===== src/include/bexlite_settings.svh =====
`ifndef BEXLITE_SETTINGS_SVH
`define BEXLITE_SETTINGS_SVH

// reset fetch address
`define START_ADDR 32'h00000000

// requests per bus burst
`define REQ_MAX 4

// fifo depth is 2**FIFO_AWIDTH words
`define FIFO_AWIDTH 4

`define NUM_REGS 16

`endif


===== src/hw/bexlite_isa_pkg.sv =====
`default_nettype none

package bexlite_isa_pkg;

  typedef logic [31:0] word_t;
  typedef logic [3:0]  reg_idx_t;

  typedef enum logic [3:0] {
    NOP  = 4'd0,
    ADD,
    SUB,
    AND,
    OR,
    XOR,
    ADDI,    // 15-bit unsigned imm
    LDI,     // long form
    JMP,     // long form, absolute
    HALT
  } opcode_t;

  // field positions in the first instruction word
  localparam int LONG_BIT = 0;
  localparam int OP_LSB   = 1;
  localparam int OP_MSB   = 4;
  localparam int RD_LSB   = 5;
  localparam int RD_MSB   = 8;
  localparam int RA_LSB   = 9;
  localparam int RA_MSB   = 12;
  localparam int RB_LSB   = 13;
  localparam int RB_MSB   = 16;
  localparam int IMM_LSB  = 17;
  localparam int IMM_MSB  = 31;

endpackage

`default_nettype wire


===== src/hw/bexlite_fetch_pkg.sv =====
`default_nettype none

package bexlite_fetch_pkg;

  typedef logic [31:0] addr_t;   // byte address

  typedef enum logic [1:0] {
    SB_IDLE,
    SB_FETCH,
    SB_END,
    SB_HALT
  } bus_state_t;

  typedef enum logic [1:0] {
    S_RESET,
    S_FETCH,
    S_FETCH2   // waiting on second half
  } fetch_state_t;

endpackage

`default_nettype wire


===== src/hw/fetch_fifo.sv =====
`timescale 1ns/1ps
`default_nettype none
`include "bexlite_settings.svh"

module fetch_fifo #(
  parameter int AWIDTH = `FIFO_AWIDTH
) (
  input  logic                   clk_i,
  input  logic                   rst_i,
  input  logic                   clr_i,
  input  logic                   push_i,
  input  bexlite_isa_pkg::word_t din_i,
  input  logic                   pop_i,
  output bexlite_isa_pkg::word_t dout_o,
  output logic                   empty_o,
  output logic                   full_o
);
  import bexlite_isa_pkg::*;

  localparam int DEPTH = 1 << AWIDTH;

  word_t             mem [DEPTH];
  logic [AWIDTH-1:0] rd_ptr;
  logic [AWIDTH-1:0] wr_ptr;
  logic [AWIDTH:0]   count;
  logic              do_push;
  logic              do_pop;

  assign do_push = push_i && !full_o;
  assign do_pop  = pop_i && !empty_o;
  assign empty_o = (count == '0);
  assign full_o  = (count == (AWIDTH+1)'(DEPTH));
  assign dout_o  = mem[rd_ptr];   // head word

  always_ff @(posedge clk_i or posedge rst_i)
  begin
    if (rst_i)
    begin
      rd_ptr <= '0;
      wr_ptr <= '0;
      count  <= '0;
    end
    else if (clr_i)
    begin
      rd_ptr <= '0;
      wr_ptr <= '0;
      count  <= '0;
    end
    else
    begin
      if (do_push)
        wr_ptr <= wr_ptr + 1'b1;
      if (do_pop)
        rd_ptr <= rd_ptr + 1'b1;
      count <= count + (AWIDTH+1)'(do_push) - (AWIDTH+1)'(do_pop);
    end
  end

  always_ff @(posedge clk_i)
  begin
    if (do_push && !clr_i)
      mem[wr_ptr] <= din_i;
  end

endmodule

`default_nettype wire


===== src/hw/ifetch.sv =====
`timescale 1ns/1ps
`default_nettype none
`include "bexlite_settings.svh"

module ifetch (
  input  logic                     clk_i,
  input  logic                     rst_i,
  output logic                     bus_cyc_o,
  output logic                     bus_stb_o,
  output bexlite_fetch_pkg::addr_t bus_adr_o,
  input  logic                     bus_stall_i,
  input  logic                     bus_ack_i,
  input  bexlite_isa_pkg::word_t   bus_dat_i,
  output logic [63:0]              ir_o,
  input  logic                     pc_set_i,
  input  bexlite_fetch_pkg::addr_t pc_target_i,
  input  logic                     halt_i
);
  import bexlite_isa_pkg::*;
  import bexlite_fetch_pkg::*;

  localparam int CW = $clog2(`REQ_MAX + 1);

  bus_state_t   bus_state, bus_state_next;
  fetch_state_t state, state_next;
  addr_t        bus_adr_next;
  logic [CW-1:0] req_count, req_count_next;
  logic [CW-1:0] ack_count, ack_count_next;
  logic         drop, drop_next;   // discard acks from an abandoned path
  logic [63:0]  ir_next;
  word_t        low, low_next;
  word_t        head;
  logic         empty, full;
  logic         pop;

  assign bus_cyc_o = (bus_state == SB_FETCH) || (bus_state == SB_END);
  assign bus_stb_o = (bus_state == SB_FETCH);

  assign pop = !empty && !halt_i && !pc_set_i && (state != S_RESET);

  fetch_fifo #(.AWIDTH(`FIFO_AWIDTH)) fifo_i (
    .clk_i   (clk_i),
    .rst_i   (rst_i),
    .clr_i   (pc_set_i),
    .push_i  (bus_ack_i && !drop),
    .din_i   (bus_dat_i),
    .pop_i   (pop),
    .dout_o  (head),
    .empty_o (empty),
    .full_o  (full)
  );

  always_ff @(posedge clk_i or posedge rst_i)
  begin
    if (rst_i)
    begin
      bus_state <= SB_IDLE;
      state     <= S_RESET;
      bus_adr_o <= `START_ADDR;
      req_count <= '0;
      ack_count <= '0;
      drop      <= 1'b0;
      ir_o      <= '0;
    end
    else
    begin
      bus_state <= bus_state_next;
      state     <= state_next;
      bus_adr_o <= bus_adr_next;
      req_count <= req_count_next;
      ack_count <= ack_count_next;
      drop      <= drop_next;
      ir_o      <= ir_next;
    end
  end

  always_ff @(posedge clk_i)
  begin
    low <= low_next;   // first half of a long insn
  end

  // bus requester
  always_comb
  begin
    bus_state_next = bus_state;
    bus_adr_next   = bus_adr_o;
    req_count_next = req_count;
    ack_count_next = ack_count;
    drop_next      = drop;
    case (bus_state)
      SB_IDLE:
      begin
        req_count_next = '0;
        ack_count_next = '0;
        drop_next      = 1'b0;
        if (halt_i)
          bus_state_next = SB_HALT;
        else if (!full && !pc_set_i)
          bus_state_next = SB_FETCH;
        if (pc_set_i)
          bus_adr_next = pc_target_i;
      end
      SB_FETCH:
      begin
        if (bus_ack_i)
          ack_count_next = ack_count + 1'b1;
        if (!bus_stall_i)
        begin
          bus_adr_next   = bus_adr_o + 32'h4;
          req_count_next = req_count + 1'b1;
          if (req_count == CW'(`REQ_MAX - 1))
            bus_state_next = SB_END;
        end
        if (halt_i)
          bus_state_next = SB_END;   // stop requesting, drain
        if (pc_set_i)
        begin
          bus_adr_next   = pc_target_i;
          drop_next      = 1'b1;
          bus_state_next = SB_END;
        end
      end
      SB_END:
      begin
        if (bus_ack_i)
          ack_count_next = ack_count + 1'b1;
        if (req_count == ack_count)
          bus_state_next = halt_i ? SB_HALT : SB_IDLE;
        if (pc_set_i)
        begin
          bus_adr_next = pc_target_i;
          drop_next    = 1'b1;
        end
      end
      default:
        bus_state_next = SB_HALT;   // parked for good
    endcase
  end

  // instruction assembly
  always_comb
  begin
    state_next = state;
    ir_next    = '0;
    low_next   = low;
    case (state)
      S_RESET:
        state_next = S_FETCH;
      S_FETCH:
      begin
        if (pop)
        begin
          if (head[LONG_BIT])
          begin
            low_next   = head;
            state_next = S_FETCH2;
          end
          else
            ir_next = {32'h0, head};
        end
      end
      S_FETCH2:
      begin
        if (pop)
        begin
          ir_next    = {head, low};
          state_next = S_FETCH;
        end
      end
      default:
        state_next = S_RESET;
    endcase
    if (pc_set_i)
      state_next = S_RESET;
  end

endmodule

`default_nettype wire


===== src/hw/insn_decode.sv =====
`timescale 1ns/1ps
`default_nettype none

module insn_decode (
  input  logic                       clk_i,
  input  logic                       rst_i,
  input  logic [63:0]                ir_i,
  input  logic                       flush_i,
  output logic                       ins_valid_o,
  output bexlite_isa_pkg::opcode_t   opcode_o,
  output bexlite_isa_pkg::reg_idx_t  rd_o,
  output bexlite_isa_pkg::reg_idx_t  ra_o,
  output bexlite_isa_pkg::reg_idx_t  rb_o,
  output bexlite_isa_pkg::word_t     imm_o
);
  import bexlite_isa_pkg::*;

  logic [63:0] ir;
  word_t       imm;

  assign ir = flush_i ? 64'h0 : ir_i;   // flush loads a bubble

  always_comb
  begin
    if (ir[LONG_BIT])
      imm = ir[63:32];
    else
      imm = {17'h0, ir[IMM_MSB:IMM_LSB]};
  end

  always_ff @(posedge clk_i or posedge rst_i)
  begin
    if (rst_i)
    begin
      ins_valid_o <= 1'b0;
      opcode_o    <= NOP;
    end
    else
    begin
      ins_valid_o <= |ir;
      opcode_o    <= opcode_t'(ir[OP_MSB:OP_LSB]);
    end
  end

  always_ff @(posedge clk_i)
  begin
    rd_o  <= ir[RD_MSB:RD_LSB];
    ra_o  <= ir[RA_MSB:RA_LSB];
    rb_o  <= ir[RB_MSB:RB_LSB];
    imm_o <= imm;
  end

endmodule

`default_nettype wire


===== src/hw/insn_execute.sv =====
`timescale 1ns/1ps
`default_nettype none

module insn_execute (
  input  logic                      clk_i,
  input  logic                      rst_i,
  input  logic                      ins_valid_i,
  input  bexlite_isa_pkg::opcode_t  opcode_i,
  input  bexlite_isa_pkg::reg_idx_t rd_i,
  input  bexlite_isa_pkg::reg_idx_t ra_i,
  input  bexlite_isa_pkg::reg_idx_t rb_i,
  input  bexlite_isa_pkg::word_t    imm_i,
  output bexlite_isa_pkg::reg_idx_t rd_a_o,
  output bexlite_isa_pkg::reg_idx_t rd_b_o,
  input  bexlite_isa_pkg::word_t    rd_a_data_i,
  input  bexlite_isa_pkg::word_t    rd_b_data_i,
  output logic                      wr_en_o,
  output bexlite_isa_pkg::reg_idx_t wr_idx_o,
  output bexlite_isa_pkg::word_t    wr_data_o,
  output logic                      pc_set_o,
  output bexlite_fetch_pkg::addr_t  pc_target_o,
  output logic                      halted_o
);
  import bexlite_isa_pkg::*;

  logic  active;
  word_t a, b;
  word_t result;
  logic  writes;

  assign active = ins_valid_i && !halted_o;
  assign rd_a_o = ra_i;
  assign rd_b_o = rb_i;

  // forward the write still in flight
  assign a = (wr_en_o && wr_idx_o == ra_i) ? wr_data_o : rd_a_data_i;
  assign b = (wr_en_o && wr_idx_o == rb_i) ? wr_data_o : rd_b_data_i;

  assign pc_set_o    = active && (opcode_i == JMP);
  assign pc_target_o = imm_i;

  always_comb
  begin
    writes = 1'b1;
    result = '0;
    case (opcode_i)
      ADD:     result = a + b;
      SUB:     result = a - b;
      AND:     result = a & b;
      OR:      result = a | b;
      XOR:     result = a ^ b;
      ADDI:    result = a + imm_i;
      LDI:     result = imm_i;
      default: writes = 1'b0;   // nop, jmp, halt
    endcase
  end

  always_ff @(posedge clk_i or posedge rst_i)
  begin
    if (rst_i)
    begin
      wr_en_o  <= 1'b0;
      halted_o <= 1'b0;
    end
    else
    begin
      wr_en_o <= active && writes;
      if (active && opcode_i == HALT)
        halted_o <= 1'b1;   // sticky
    end
  end

  always_ff @(posedge clk_i)
  begin
    wr_idx_o  <= rd_i;
    wr_data_o <= result;
  end

endmodule

`default_nettype wire


===== src/hw/reg_result.sv =====
`timescale 1ns/1ps
`default_nettype none
`include "bexlite_settings.svh"

module reg_result (
  input  logic                      clk_i,
  input  logic                      rst_i,
  input  logic                      wr_en_i,
  input  bexlite_isa_pkg::reg_idx_t wr_idx_i,
  input  bexlite_isa_pkg::word_t    wr_data_i,
  input  bexlite_isa_pkg::reg_idx_t rd_a_i,
  input  bexlite_isa_pkg::reg_idx_t rd_b_i,
  output bexlite_isa_pkg::word_t    rd_a_data_o,
  output bexlite_isa_pkg::word_t    rd_b_data_o,
  output logic                      res_valid_o,
  output bexlite_isa_pkg::reg_idx_t res_reg_o,
  output bexlite_isa_pkg::word_t    res_data_o
);
  import bexlite_isa_pkg::*;

  word_t regs [`NUM_REGS];

  assign rd_a_data_o = regs[rd_a_i];
  assign rd_b_data_o = regs[rd_b_i];

  always_ff @(posedge clk_i or posedge rst_i)
  begin
    if (rst_i)
    begin
      for (int i = 0; i < `NUM_REGS; i++)
        regs[i] <= '0;
      res_valid_o <= 1'b0;
    end
    else
    begin
      if (wr_en_i)
        regs[wr_idx_i] <= wr_data_i;
      res_valid_o <= wr_en_i;   // echo of the write
    end
  end

  always_ff @(posedge clk_i)
  begin
    res_reg_o  <= wr_idx_i;
    res_data_o <= wr_data_i;
  end

endmodule

`default_nettype wire


===== src/hw/bexlite_core.sv =====
`timescale 1ns/1ps
`default_nettype none

module bexlite_core (
  input  logic                      clk_i,
  input  logic                      rst_i,
  output logic                      bus_cyc_o,
  output logic                      bus_stb_o,
  output bexlite_fetch_pkg::addr_t  bus_adr_o,
  input  logic                      bus_stall_i,
  input  logic                      bus_ack_i,
  input  bexlite_isa_pkg::word_t    bus_dat_i,
  output logic                      res_valid_o,
  output bexlite_isa_pkg::reg_idx_t res_reg_o,
  output bexlite_isa_pkg::word_t    res_data_o,
  output logic                      halt_o
);
  import bexlite_isa_pkg::*;
  import bexlite_fetch_pkg::*;

  logic [63:0] ir;
  logic        pc_set;
  addr_t       pc_target;
  logic        halted;
  logic        ins_valid;
  opcode_t     opcode;
  reg_idx_t    rd, ra, rb;
  word_t       imm;
  reg_idx_t    rd_a, rd_b;
  word_t       rd_a_data, rd_b_data;
  logic        wr_en;
  reg_idx_t    wr_idx;
  word_t       wr_data;

  assign halt_o = halted;

  ifetch ifetch_i (
    .clk_i (clk_i), .rst_i (rst_i),
    .bus_cyc_o (bus_cyc_o), .bus_stb_o (bus_stb_o), .bus_adr_o (bus_adr_o),
    .bus_stall_i (bus_stall_i), .bus_ack_i (bus_ack_i), .bus_dat_i (bus_dat_i),
    .ir_o (ir), .pc_set_i (pc_set), .pc_target_i (pc_target),
    .halt_i (halted)   // also the fetch stall
  );

  insn_decode insn_decode_i (
    .clk_i (clk_i), .rst_i (rst_i), .ir_i (ir), .flush_i (pc_set),
    .ins_valid_o (ins_valid), .opcode_o (opcode),
    .rd_o (rd), .ra_o (ra), .rb_o (rb), .imm_o (imm)
  );

  insn_execute insn_execute_i (
    .clk_i (clk_i), .rst_i (rst_i),
    .ins_valid_i (ins_valid), .opcode_i (opcode),
    .rd_i (rd), .ra_i (ra), .rb_i (rb), .imm_i (imm),
    .rd_a_o (rd_a), .rd_b_o (rd_b),
    .rd_a_data_i (rd_a_data), .rd_b_data_i (rd_b_data),
    .wr_en_o (wr_en), .wr_idx_o (wr_idx), .wr_data_o (wr_data),
    .pc_set_o (pc_set), .pc_target_o (pc_target), .halted_o (halted)
  );

  reg_result reg_result_i (
    .clk_i (clk_i), .rst_i (rst_i),
    .wr_en_i (wr_en), .wr_idx_i (wr_idx), .wr_data_i (wr_data),
    .rd_a_i (rd_a), .rd_b_i (rd_b),
    .rd_a_data_o (rd_a_data), .rd_b_data_o (rd_b_data),
    .res_valid_o (res_valid_o), .res_reg_o (res_reg_o), .res_data_o (res_data_o)
  );

endmodule

`default_nettype wire


===== config.mk =====
export PLATFORM = sky130hd
export DESIGN_NAME = bexlite_core
export DESIGN_NICKNAME = d
export VERILOG_FILES = /design/src/hw/bexlite_isa_pkg.sv /design/src/hw/bexlite_fetch_pkg.sv /design/src/hw/fetch_fifo.sv /design/src/hw/ifetch.sv /design/src/hw/insn_decode.sv /design/src/hw/insn_execute.sv /design/src/hw/reg_result.sv /design/src/hw/bexlite_core.sv
export VERILOG_INCLUDE_DIRS = /design/src /design/src/include
export SDC_FILE = /design/constraint.sdc
export NUM_CORES = 2
export LEC_CHECK = 0
export BUFFER_PORTS_ARGS = -buffer_cell sky130_fd_sc_hd__buf_2
export CORE_MARGIN = 2
export CORE_UTILIZATION = 35
export CTS_CLUSTER_SIZE = 20
export DETAILED_ROUTE_END_ITERATION = 16
export SLEW_MARGIN = 40
export SYNTH_ARGS = -nofsm -noshare
export SYNTH_HDL_FRONTEND = slang
export SYNTH_SLANG_ARGS = --single-unit

===== constraint.sdc =====
create_clock -name clk_i -period 71.9 [get_ports clk_i]
set_clock_uncertainty 0.1 [all_clocks]
set_input_delay 17.975 -clock clk_i [delete_from_list [all_inputs] [get_ports clk_i]]
set_output_delay 17.975 -clock clk_i [all_outputs]
set_load 0.005 [all_outputs]

==> reports/results.ini <==
[run_status]
status = completed

[clock_tree]
max-clock-path-buffers = 3
cts_setup_buffers = 0
ctsHtreeMaxLevel = 4
clk-insertion-delay-late_ns = 0.81
root_buffer = clkbuf_16
clock-sinks = 1299
cts-resized-gates = 0
cts_tree = done
postCtsHoldBufs = 0
clk_pin_slew_worst_paths_ns = 0.06
cts_inserted_buffers = 144

[timing]
period_needed_ns = 19.94
fin_setup_tns_ns = 0
setup_viol = 0
fmax_mhz = 50.2
hold_viol_final = 0
drv_slew = 0
max-slew-margin-rel_pct = 40.2
max_slew.worst_pin.slew_ns = 0.896
period_share_pct = 27.7
rsz0062_at_grt = false

[logic_synthesis]
syn_area_per_cell_um2 = 14.9
seq_area_frac_synth_pct = 56.6
synth_edf_count = 543
ys_async_sr_fraction_pct = 49.3
yosysUniqueCellTypes = 77
synth-seq-cells = 1299
syn_nets = 4273
yosysWarnings = 0
synth_cells = 4108
synth_ff_type = dfrtp_1
synth_area_um2 = 61200

[global_route]
met3_usage_pct = 3.46
busiest_layer = met2
grt_usage_pct = 19.5
grt_max_degree = 147
use_met2_pct = 32.6
grt_pass1_wl_um = 259000
grt_antenna_before_repair = 12
grt_overflow = 0
grt_pass1_vias = 38100
grt_use_met1_pct = 24.9

[layout]
area_delta_synth_final_pct = 13.3
drive_above_1_share_pct = 33.4
fin_util_pct = 39.9
n_fill_cell = 16100
mostFrequentLayoutCells = dfrtp_1 (637), mux2_2 (555), edfxtp_1 (543), mux4_2 (358), a21oi_1 (171)
fin_nets = 4321
mostFrequentLayoutCell = dfrtp_1

[min_path]
hold_path_class = reg2reg
holdCritStartpoint = insn_decode_i.rd_o[1]

[die]
io_pins = 108
die_w_um = 422
rows = 153
core_um2 = 174000
initial_utilization_pct = 35.2
dieArea_um2 = 178000
die_h_um = 422

[detailed_routing]
drt-pass1-iter-count = 8
post_drt_wl_per_cell_um = 26.5
ant_nets = 0
vias_per_cell = 5.64
dr.first_iter.drc_count = 3296
vias = 37200
drc = 0
wirelength_um = 175000

[critical_path]
crit_start = ifetch_i.bus_state[0]
r2r_start = insn_decode_i.rb_o[0]
cp-start-kind = flip-flop
crit_type = reg2out
cp.arrival_ns = 1.87
cp-end-kind = output pin
worstPathMaxFanout = 7
cp_data_required_time_ns = 53.83

[power_and_ir_drop]
power_density_nw_per_um2 = 33.2
p_leak_nw = 28.3
irDropWorstVdd_mv = 0.0275
p_total_mw = 2.30

[run]
max_cap_viol_count = 0

[place]
io_buffers = 107
routabilityCongestion = 0.850
hpwl_um = 106000

## power by group
part           switching (mW)  total (mW)  leakage [nW]  internal [mW]
sequential             0.0632       0.909          14.7          0.846
combinational           0.414       0.656          11.3          0.242
clock                   0.315       0.735          2.34          0.420
total                   0.791        2.30          28.3           1.51
## metal layers
layer	part of all wire [%]	routed length, um
met5	0.045	78
met4	4.0	7070
met3	6.1	10700
met2	49	86100
met1	41	70900
## cell type report
class	count	area [um2]	area share, %
diodes	3	7.51	0.0108
clock buffers	203	4080	5.88
clock inverters	60	686	0.989
inverters	90	345	0.498
multi-input cells	2419	25200	36.3
flip-flops and latches	1299	34700	50.0
well taps	2325	2910	4.19
repair buffers	202	1490	2.14
## final timing paths
check | endpoint | slack [ns] | depth (start not counted)
setup / recovery | bus_cyc_o | 51.96 | 3
hold / removal | insn_execute_i.wr_idx_o[1] | 0.20 | 0
setup reg to reg | insn_execute_i.wr_data_o[31] | 64.03 | 24
hold reg to reg | insn_execute_i.wr_idx_o[1] | 0.20 | 0
max in group asynchronous | ifetch_i.bus_adr_o[17] | 52.51 | 6
min in group asynchronous | ifetch_i.bus_adr_o[0] | 17.10 | 2
## synth_stat cells, types with 6 or more instances
cell	instances	area (um2)
and2_1	38	238
buf_2	13	65.1
o21ai_0	142	711
dfrtp_1	640	16000
mux4_2	358	8060
nand2b_1	17	106
nand4_1	12	75.1
nor4_1	21	131
nand3_1	51	255
nor2_1	113	424
xor2_1	26	228
a21o_1	10	75.1
nand2_1	160	601
nor2b_1	14	87.6
o211ai_1	12	90.1
edfxtp_1	543	16300
buf_1	53	199
a31oi_1	6	37.5
o22ai_1	18	113
a211oi_1	6	45.0
xnor2_1	45	394
a21oi_1	173	866
dfxtp_1	116	2320
and3_1	37	231
mux2i_1	169	1690
nor3_1	17	85.1
buf_4	7	52.6
o221ai_1	40	350
mux2_2	555	6250
or2_2	6	37.5
a22o_1	31	272
a221oi_1	32	280
a222oi_1	19	190
ha_1	127	1590
clkbuf_1	216	811
or3_1	10	62.6
a22oi_1	81	608
inv_1	89	334
nor3b_1	7	52.6
mux2i_2	8	110
buf_6	7	78.8
## state kept, by name (all words and copies together), names as in the netlist, 2 cells and up
register / cells
reg_result_i.regs: 512
ifetch_i.ir_o: 64
insn_execute_i.wr_data_o: 32
reg_result_i.res_data_o: 32
insn_decode_i.rd_o: 4
insn_decode_i.opcode_o: 4
ifetch_i.fifo_i.wr_ptr: 4
ifetch_i.state: 2
insn_decode_i.imm_o: 32
ifetch_i.fifo_i.rd_ptr: 4
insn_decode_i.rb_o: 4
ifetch_i.low: 31
ifetch_i.bus_adr_o: 32
insn_execute_i.wr_idx_o: 4
insn_decode_i.ra_o: 4
ifetch_i.fifo_i.mem: 512
ifetch_i.fifo_i.count: 5
ifetch_i.ack_count: 3
ifetch_i.bus_state: 2
ifetch_i.req_count: 3
reg_result_i.res_reg_o: 4
## stage by stage
stage / instance area (um2) / setup slack (ns) / cells / hold slack [ns]
final: 69400 / 51.96 / 6601 / 0.197
after floorplan: 61200 / 35.90 / 4108 / 0.210
after CTS: 69300 / 51.90 / 6595 / 0.201
after global placement: 64300 / 51.36 / 6325 / 0.213
after detailed placement: 64500 / 51.47 / 6332 / 0.213
after global routing: 69300 / 51.88 / 6598 / 0.215
## critical path, cell delays in order, from the launching register on
cell,delay (ns)
dfrtp_1,0.39
inv_1,0.09
ha_1,0.41
buf_2,0.17
## logic make-up after synthesis
family,count (synthesis),synth area share (%)
DFF,1299,56.6
muxes,1093,26.4
AOI/OAI and AO/OA,602,6.39
and+or+nand+nor,523,4.24
buffers and inverters,390,2.62
adders and majority gates,129,2.66
xor gates and xnor gates,72,1.05
No activity file was read; power rests on OpenSTA's default activity.
